`config.mk`:
```
export PLATFORM = sky130hd
export DESIGN_NAME = ad9361_dual_axis_top
export DESIGN_NICKNAME = d
export VERILOG_FILES = /design/src/hw/ad9361_axis_pkg.sv /design/src/hw/ad9361_dual_axis_top.sv /design/src/hw/ad9361_stream_framer.sv /design/src/hw/ad9361_sample_packer.sv
export VERILOG_INCLUDE_DIRS = /design/src /design/src/hw
export SDC_FILE = /design/constraint.sdc
export NUM_CORES = 1
export LEC_CHECK = 0
export ABC_CLOCK_PERIOD_IN_PS = 5000
export BUFFER_PORTS_ARGS = -buffer_cell sky130_fd_sc_hd__buf_2
export CAP_MARGIN = 20
export CORE_ASPECT_RATIO = 1.5
export CORE_MARGIN = 2
export CORE_UTILIZATION = 40
export CTS_BUF_LIST = sky130_fd_sc_hd__clkbuf_8
export CTS_CLUSTER_SIZE = 20
export DETAILED_ROUTE_END_ITERATION = 10
export PLACE_DENSITY = 0.67
export SLEW_MARGIN = 20
export SYNTH_ARGS = -nofsm -noshare
export SYNTH_HDL_FRONTEND = slang
export SYNTH_SLANG_ARGS = --single-unit
```
`constraint.sdc`:
```
create_clock -name m_axis_clk -period 5 [get_ports m_axis_clk]
set_input_delay 0.5 -clock m_axis_clk [delete_from_list [all_inputs] [get_ports m_axis_clk]]
set_output_delay 0.5 -clock m_axis_clk [all_outputs]
set_load 0.1 [all_outputs]
```
`src/hw/ad9361_axis_consts.svh`:
```
//////////////////////////////////////////////////////////////////////
// widths and defaults for the AD9361 raw-to-AXI-stream path
// the stream width must equal two lanes per I/Q pair times the
// lane width, and the raw width must not exceed the lane width
//////////////////////////////////////////////////////////////////////

`ifndef AD9361_AXIS_CONSTS_SVH
`define AD9361_AXIS_CONSTS_SVH

// I/Q pairs delivered with each receive strobe
`define AD_NUM_PAIRS 4

// raw converter width, two's complement
`define AD_RAW_WIDTH 12

// one output lane
`define AD_LANE_WIDTH 16

// 8 lanes of 16 bits
`define AD_AXIS_WIDTH 128

// kept precision, 1 up to AD_RAW_WIDTH
`define AD_PRECISION_DEF 12

// beats between two tlast markers
`define AD_BURST_LEN_DEF 16

`endif
```
`src/hw/ad9361_axis_pkg.sv`:
```
//////////////////////////////////////////////////////////////////////
// shared types of the sample packing path
// all widths come from the consts header
//////////////////////////////////////////////////////////////////////

`include "ad9361_axis_consts.svh"

package ad9361_axis_pkg;

  //////////////////////////////////////////////////////////////////////
  // converter side
  //////////////////////////////////////////////////////////////////////

  // one I or Q value straight from the converter
  typedef logic signed [`AD_RAW_WIDTH-1:0] raw_sample_t;

  //////////////////////////////////////////////////////////////////////
  // stream side
  //////////////////////////////////////////////////////////////////////

  // one sign-extended lane of the packed word
  typedef logic signed [`AD_LANE_WIDTH-1:0] lane_t;

  // full stream word, lane 0 in the low bits
  typedef logic [`AD_AXIS_WIDTH-1:0] axis_word_t;

endpackage

```
`src/hw/ad9361_dual_axis_top.sv`:
```
//////////////////////////////////////////////////////////////////////
// AD9361 dual-channel raw samples to 128-bit AXI-stream
// single clock domain, two cycles from strobe to tvalid
// the stream sink must keep up with the strobe rate or words drop
//////////////////////////////////////////////////////////////////////

`include "ad9361_axis_consts.svh"

module ad9361_dual_axis_top
  import ad9361_axis_pkg::*;
#(
  parameter int PRECISION    = `AD_PRECISION_DEF,
  parameter int REVERSE_DATA = 0,
  parameter int BURST_LEN    = `AD_BURST_LEN_DEF
) (
  input  logic        m_axis_clk,
  input  logic        rst_n,

  // converter side
  input  logic        valid_0,
  input  logic        valid_1,
  input  logic        valid_2,
  input  logic        valid_3,
  input  raw_sample_t data_i0,
  input  raw_sample_t data_q0,
  input  raw_sample_t data_i1,
  input  raw_sample_t data_q1,
  input  raw_sample_t data_i2,
  input  raw_sample_t data_q2,
  input  raw_sample_t data_i3,
  input  raw_sample_t data_q3,

  // stream master
  input  logic        m_axis_tready,
  output logic        m_axis_tvalid,
  output logic        m_axis_tlast,
  output axis_word_t  m_axis_tdata,
  output logic        overflow
);

  logic       word_strobe;
  axis_word_t word_data;

  ad9361_sample_packer #(
    .PRECISION    (PRECISION),
    .REVERSE_DATA (REVERSE_DATA)
  ) u_packer (
    .m_axis_clk  (m_axis_clk),
    .rst_n       (rst_n),
    .valid_0     (valid_0),
    .valid_1     (valid_1),
    .valid_2     (valid_2),
    .valid_3     (valid_3),
    .data_i0     (data_i0),
    .data_q0     (data_q0),
    .data_i1     (data_i1),
    .data_q1     (data_q1),
    .data_i2     (data_i2),
    .data_q2     (data_q2),
    .data_i3     (data_i3),
    .data_q3     (data_q3),
    .word_strobe (word_strobe),
    .word_data   (word_data)
  );

  ad9361_stream_framer #(
    .BURST_LEN (BURST_LEN)
  ) u_framer (
    .m_axis_clk    (m_axis_clk),
    .rst_n         (rst_n),
    .word_strobe   (word_strobe),
    .word_data     (word_data),
    .m_axis_tready (m_axis_tready),
    .m_axis_tvalid (m_axis_tvalid),
    .m_axis_tlast  (m_axis_tlast),
    .m_axis_tdata  (m_axis_tdata),
    .overflow      (overflow)
  );

endmodule

```
`src/hw/ad9361_stream_framer.sv`:
```
//////////////////////////////////////////////////////////////////////
// one-word stream stage with burst framing
// a word that arrives while the held word is stalled is dropped
// and flagged by overflow, never written over the held word
// tlast marks every BURST_LEN-th transferred beat
//////////////////////////////////////////////////////////////////////

`include "ad9361_axis_consts.svh"

module ad9361_stream_framer
  import ad9361_axis_pkg::*;
#(
  parameter int BURST_LEN = `AD_BURST_LEN_DEF
) (
  input  logic       m_axis_clk,
  input  logic       rst_n,

  // packed words from the capture stage
  input  logic       word_strobe,
  input  axis_word_t word_data,

  // stream master
  input  logic       m_axis_tready,
  output logic       m_axis_tvalid,
  output logic       m_axis_tlast,
  output axis_word_t m_axis_tdata,

  // one-cycle pulse per dropped word
  output logic       overflow
);

  // at least one counter bit, even for single-beat bursts
  localparam int CNT_W = (BURST_LEN > 1) ? $clog2(BURST_LEN) : 1;
  localparam logic [CNT_W-1:0] LAST_CNT = CNT_W'(BURST_LEN - 1);

  logic             xfer;
  logic             stalled;
  logic             load;
  logic             drop;
  logic             end_burst;
  logic [CNT_W-1:0] beat_cnt;

  //////////////////////////////////////////////////////////////////////
  // handshake decode
  //////////////////////////////////////////////////////////////////////

  assign xfer    = m_axis_tvalid & m_axis_tready;
  assign stalled = m_axis_tvalid & ~m_axis_tready;

  // register is free when empty or draining this cycle
  assign load = word_strobe & ~stalled;
  assign drop = word_strobe & stalled;

  //////////////////////////////////////////////////////////////////////
  // holding register
  //////////////////////////////////////////////////////////////////////

  always_ff @(posedge m_axis_clk or negedge rst_n) begin
    if (!rst_n) begin
      m_axis_tvalid <= 1'b0;
    end else if (load) begin
      m_axis_tvalid <= 1'b1;
    end else if (xfer) begin
      m_axis_tvalid <= 1'b0;
    end
  end

  // data only moves on a load, so it holds while stalled
  always_ff @(posedge m_axis_clk) begin
    if (load) begin
      m_axis_tdata <= word_data;
    end
  end

  // registered drop report
  always_ff @(posedge m_axis_clk or negedge rst_n) begin
    if (!rst_n) begin
      overflow <= 1'b0;
    end else begin
      overflow <= drop;
    end
  end

  //////////////////////////////////////////////////////////////////////
  // burst framing
  //////////////////////////////////////////////////////////////////////

  assign end_burst = (beat_cnt == LAST_CNT);

  // counts transfers only, wraps on the last beat of a burst
  always_ff @(posedge m_axis_clk or negedge rst_n) begin
    if (!rst_n) begin
      beat_cnt <= '0;
    end else if (xfer) begin
      if (end_burst) begin
        beat_cnt <= '0;
      end else begin
        beat_cnt <= beat_cnt + 1'b1;
      end
    end
  end

  // counter is frozen while stalled, so tlast is too
  assign m_axis_tlast = m_axis_tvalid & end_burst;

endmodule

```
`src/hw/ad9361_sample_packer.sv`:
```
//////////////////////////////////////////////////////////////////////
// capture stage, one packed word per receive strobe
// any valid_n high triggers a capture of all eight values, so the
// front end is expected to present every pair with the strobe
// PRECISION must lie between 1 and AD_RAW_WIDTH
//////////////////////////////////////////////////////////////////////

`include "ad9361_axis_consts.svh"

module ad9361_sample_packer
  import ad9361_axis_pkg::*;
#(
  parameter int PRECISION    = `AD_PRECISION_DEF,
  parameter int REVERSE_DATA = 0
) (
  input  logic        m_axis_clk,
  input  logic        rst_n,

  input  logic        valid_0,
  input  logic        valid_1,
  input  logic        valid_2,
  input  logic        valid_3,
  input  raw_sample_t data_i0,
  input  raw_sample_t data_q0,
  input  raw_sample_t data_i1,
  input  raw_sample_t data_q1,
  input  raw_sample_t data_i2,
  input  raw_sample_t data_q2,
  input  raw_sample_t data_i3,
  input  raw_sample_t data_q3,

  output logic        word_strobe,
  output axis_word_t  word_data
);

  // two lanes per pair
  localparam int NUM_LANES = 2 * `AD_NUM_PAIRS;
  localparam int LANE_W    = `AD_LANE_WIDTH;
  // low bits dropped from each raw value
  localparam int SHIFT     = `AD_RAW_WIDTH - PRECISION;

  logic        capture;
  raw_sample_t samp [NUM_LANES];
  axis_word_t  packed_next;

  //////////////////////////////////////////////////////////////////////
  // precision reduction
  //////////////////////////////////////////////////////////////////////

  // keep the top PRECISION bits, then sign-extend into a lane
  function automatic lane_t reduce_lane(input raw_sample_t raw);
    raw_sample_t                 shifted;
    logic signed [PRECISION-1:0] kept;
    shifted = raw >>> SHIFT;
    kept    = shifted[PRECISION-1:0];
    return lane_t'(kept);
  endfunction

  //////////////////////////////////////////////////////////////////////
  // capture event and lane ordering
  //////////////////////////////////////////////////////////////////////

  // one event no matter which channel strobed
  assign capture = valid_0 | valid_1 | valid_2 | valid_3;

  // natural order, q3 in lane 0 up to i0 in lane 7
  always_comb begin
    samp[0] = data_q3;
    samp[1] = data_i3;
    samp[2] = data_q2;
    samp[3] = data_i2;
    samp[4] = data_q1;
    samp[5] = data_i1;
    samp[6] = data_q0;
    samp[7] = data_i0;
  end

  // mirrored order puts i0 in lane 0
  always_comb begin
    packed_next = '0;
    for (int n = 0; n < NUM_LANES; n++) begin
      if (REVERSE_DATA != 0) begin
        packed_next[n*LANE_W +: LANE_W] = reduce_lane(samp[NUM_LANES-1-n]);
      end else begin
        packed_next[n*LANE_W +: LANE_W] = reduce_lane(samp[n]);
      end
    end
  end

  //////////////////////////////////////////////////////////////////////
  // output registers
  //////////////////////////////////////////////////////////////////////

  // strobe lines up with the word it announces
  always_ff @(posedge m_axis_clk or negedge rst_n) begin
    if (!rst_n) begin
      word_strobe <= 1'b0;
    end else begin
      word_strobe <= capture;
    end
  end

  // payload, only updated on a capture
  always_ff @(posedge m_axis_clk) begin
    if (capture) begin
      word_data <= packed_next;
    end
  end

endmodule

```
==> impl_metrics.yaml <==
outcome:
  outcome: "complete, no violations"
global_routing:
  vias_in_the_first_global_route: 2952
  antenna_found_initial: 2
  globalRouteTotalUtil_pct: 13.3
  grt_max_degree: 65
  grt_first_pass_wirelength_um: 15900
  globalRoute.totalOverflow: 0
synthesis:
  ys_warn_count: 0
  syn_nets: 354
  synthDistinctLibCells: 20
  synth_edf_count: 192
  yosys.area_share.simple_pct: 0.912
  synth.avg_cell_area_um2: 25.2
  post_synth_fa_ha_maj_area_fraction_pct: 0.198
  synth.top_cells.by_area: "sky130_fd_sc_hd__edfxtp_1 91%, sky130_fd_sc_hd__buf_4 3.8%, sky130_fd_sc_hd__dfrtp_1 2.8%"
  synth_largest_area_cell: "sky130_fd_sc_hd__edfxtp_1"
  synth_sequential_area_ratio_pct: 94.2
  synth_compound_area_share_pct: 0.536
  synthesis.instances: 250
  synth_flop_type: "sky130_fd_sc_hd__edfxtp_1"
  synth-async-reset-ratio_pct: 3.52
  synth-seq-cells: 199
  yosys.area_share.xor_xnor_pct: 0.139
  yosys-mux-area-fraction_pct: 0.179
  total_standard_cell_area_after_synthesis_um2: 6310
  yosysMostFrequentCell: "sky130_fd_sc_hd__edfxtp_1"
  yosysTopAreaCellShare_pct: 91.4
  yosys-top-cells-count: "192 x sky130_fd_sc_hd__edfxtp_1, 32 x sky130_fd_sc_hd__buf_4, 7 x sky130_fd_sc_hd__dfrtp_1"
  combinational_family_with_the_most_area_after_synthesis: "buffers and inverters"
timing:
  timing.final.crit_share_pct: 45.2
  tightest_slew_ns: 0.835
  timing.slew.headroom_pct: 44.3
  timing.clock.skew_ns: 0.0185
  timing_hold_violations_final: 0
  finalMaxSlewViolations: 0
  fin_hold_ws_ns: 0.219
  max_clock_freq_mhz: 443
  final_critical_path_setup_slack_ns: 2.74
  finalSetupViolations: 0
  timing.final.crit_period_ns: 2.26
  rsz_0062_raised_after_global_routing: "no"
  timing.setup.tns_ns: 0
critical_path:
  crit_path_cell_trace: "ha_1 > and4_2 > buf_2"
  crit_path_end_kind: "output port"
  slowest_stage: "sky130_fd_sc_hd__dfrtp_1"
  worst_path_largest_cell_delay_ns: 0.43
  worst-r2r-cell-count: 3
  critical_path_peak_fanout: 5
  crit_required_ns: 4.50
  cp.arrival_ns: 1.76
  criticalPathCategory: "flop to output port"
  timing.critical_path.from_type: "flop"
cts:
  cts_buffers: 17
  cts_post_setup_buffers_inserted: 0
  clkLatencyLatePin_ns: 0.44
  clk_path_buf_depth: 2
  ctsHtreeMaxLevel: 4
  clk_pin_slew_ns: 0.11
  clock_sink_count: 199
  cts-root-buf: "sky130_fd_sc_hd__clkbuf_8"
  tritoncts: "yes"
  cts_resized: 0
die:
  ios: 234
  placement_rows: 56
  design.die.area_um2: 16800
  die_width_um: 107
  coreArea_um2: 15600
  die_h_um: 158
  initial_utilization_pct: 40.6
min_path:
  worst_hold_path_type: "input port to flop"
  holdPathStages: 1
drt:
  routed_wirelength_um: 11500
  detail-route-antenna-nets: 0
  wl_per_cell_um: 16.7
  drc: 0
  avgViaCountPerCell: 4.31
  via_count: 2972
  drt_iter0_drc: 104
  drt-pass1-iter-count: 4
place:
  place.port_buffers: 233
  placedInstanceArea_um2: 7510
  post-place-cells: 656
  finalWeightedCongestion: 0.729
  pre_cts_ws_ns: 2.58
  post-dp-hpwl_um: 8190
pwr:
  power-per-cell-area_nw_per_um2: 479
  total_power_mw: 3.81
  static-leakage-power_nw: 3.23
  ir_worst_vdd_uv: 198
run:
  maxCapViolCount: 0
cells_and_area:
  finalCoreUtilization_pct: 51.1
  layoutNonFillerInstCount: 690
  finalNetCount: 577
  area_delta_synth_final_pct: 26.1
  drive_gt1_share_pct: 55.9
  finalInstanceArea_um2: 7950
  n_fill_cell: 1319
## area by class of cell
cell class	instances	area (um2)	area share [%]
timing repair buffer	236	1190	15.0
clock inverter	14	194	2.44
multi-input combinational	18	130	1.64
antenna	2	5.00	0.0629
clock buffer	17	234	2.94
tap	203	254	3.19
inverter	1	3.75	0.0472
sequential	199	5940	74.7
## routing by layer
metal	GRT usage [%]	share of wire [%]
met4	6.93	2.9
met2	24.2	56
met3	5.15	6.8
met1	12.8	34
met5	0	0
## critical path: cells and delay by family, from the launching register on
family	cells	cell delay (ns)
buf+inv	1	0.42
flops	1	0.43
simple gates	1	0.22
fa+ha+maj	1	0.24
## layout by cell type (no fill, tap or decap)
cell	n
sky130_fd_sc_hd__nand2_2	1
sky130_fd_sc_hd__inv_6	4
sky130_fd_sc_hd__dfrtp_1	7
sky130_fd_sc_hd__or4_4	1
sky130_fd_sc_hd__xnor2_1	1
sky130_fd_sc_hd__clkinv_2	1
sky130_fd_sc_hd__clkinv_4	2
sky130_fd_sc_hd__nand2_1	2
sky130_fd_sc_hd__inv_1	1
sky130_fd_sc_hd__a311oi_1	1
sky130_fd_sc_hd__clkinv_8	4
sky130_fd_sc_hd__nor2_1	1
sky130_fd_sc_hd__bufinv_16	2
sky130_fd_sc_hd__clkbuf_8	17
sky130_fd_sc_hd__nand3_1	2
sky130_fd_sc_hd__nand2b_1	1
sky130_fd_sc_hd__o21ai_0	1
sky130_fd_sc_hd__and4_2	1
sky130_fd_sc_hd__edfxtp_1	192
sky130_fd_sc_hd__inv_8	1
sky130_fd_sc_hd__a21oi_1	1
sky130_fd_sc_hd__ha_1	1
sky130_fd_sc_hd__mux2_2	1
sky130_fd_sc_hd__and2_4	1
sky130_fd_sc_hd__diode_2	2
sky130_fd_sc_hd__buf_4	2
sky130_fd_sc_hd__dlygate4sd3_1	1
sky130_fd_sc_hd__o31ai_1	1
sky130_fd_sc_hd__buf_2	233
sky130_fd_sc_hd__a21o_1	1
## what timing repair did
action | in CTS | in global routing
setup endpoints to repair | 0 | 0
hold buffers | 1 | 0
endpoints found under the hold margin | 7 | 0
## flip-flops by register name (all words and copies together), names as in the netlist
register / flops
u_framer.beat_cnt: 4
u_packer.word_strobe: 1
u_framer.m_axis_tdata: 96
u_framer.m_axis_tvalid: 1
u_framer.overflow: 1
u_packer.word_data: 96
## worst paths after layout
kind | from | to | slack [ns]
setup / recovery | u_framer.beat_cnt[0]$_DFFE_PN0P_ | m_axis_tlast | 2.74
setup reg to reg | u_framer.m_axis_tvalid$_DFFE_PN0P_ | u_framer.m_axis_tdata[58]$_DFFE_PP_ | 2.85
hold / removal | data_i1[9] | u_packer.word_data[89]$_DFFE_PP_ | 0.22
min in group asynchronous | rst_n | u_framer.beat_cnt[2]$_DFFE_PN0P_ | 0.41
max in group asynchronous | rst_n | u_framer.m_axis_tvalid$_DFFE_PN0P_ | 4.43
hold reg to reg | u_packer.word_data[40]$_DFFE_PP_ | u_framer.m_axis_tdata[40]$_DFFE_PP_ | 0.42
## logic make-up after synthesis
logic type / after synthesis
simple gates: 10
compound gates: 5
xor+xnor: 1
fa+ha+maj: 1
flops: 199
mux: 1
buf+inv: 33
## report_power, final
| group | leakage [nW] | total, mW | switching, mW | internal [mW] |
|---|---|---|---|---|
| clock | 0.214 | 1.04 | 0.571 | 0.469 |
| combinational | 0.992 | 0.738 | 0.641 | 0.0967 |
| sequential | 2.02 | 2.03 | 0.0508 | 1.98 |
Power figures use the tool's default switching activity.
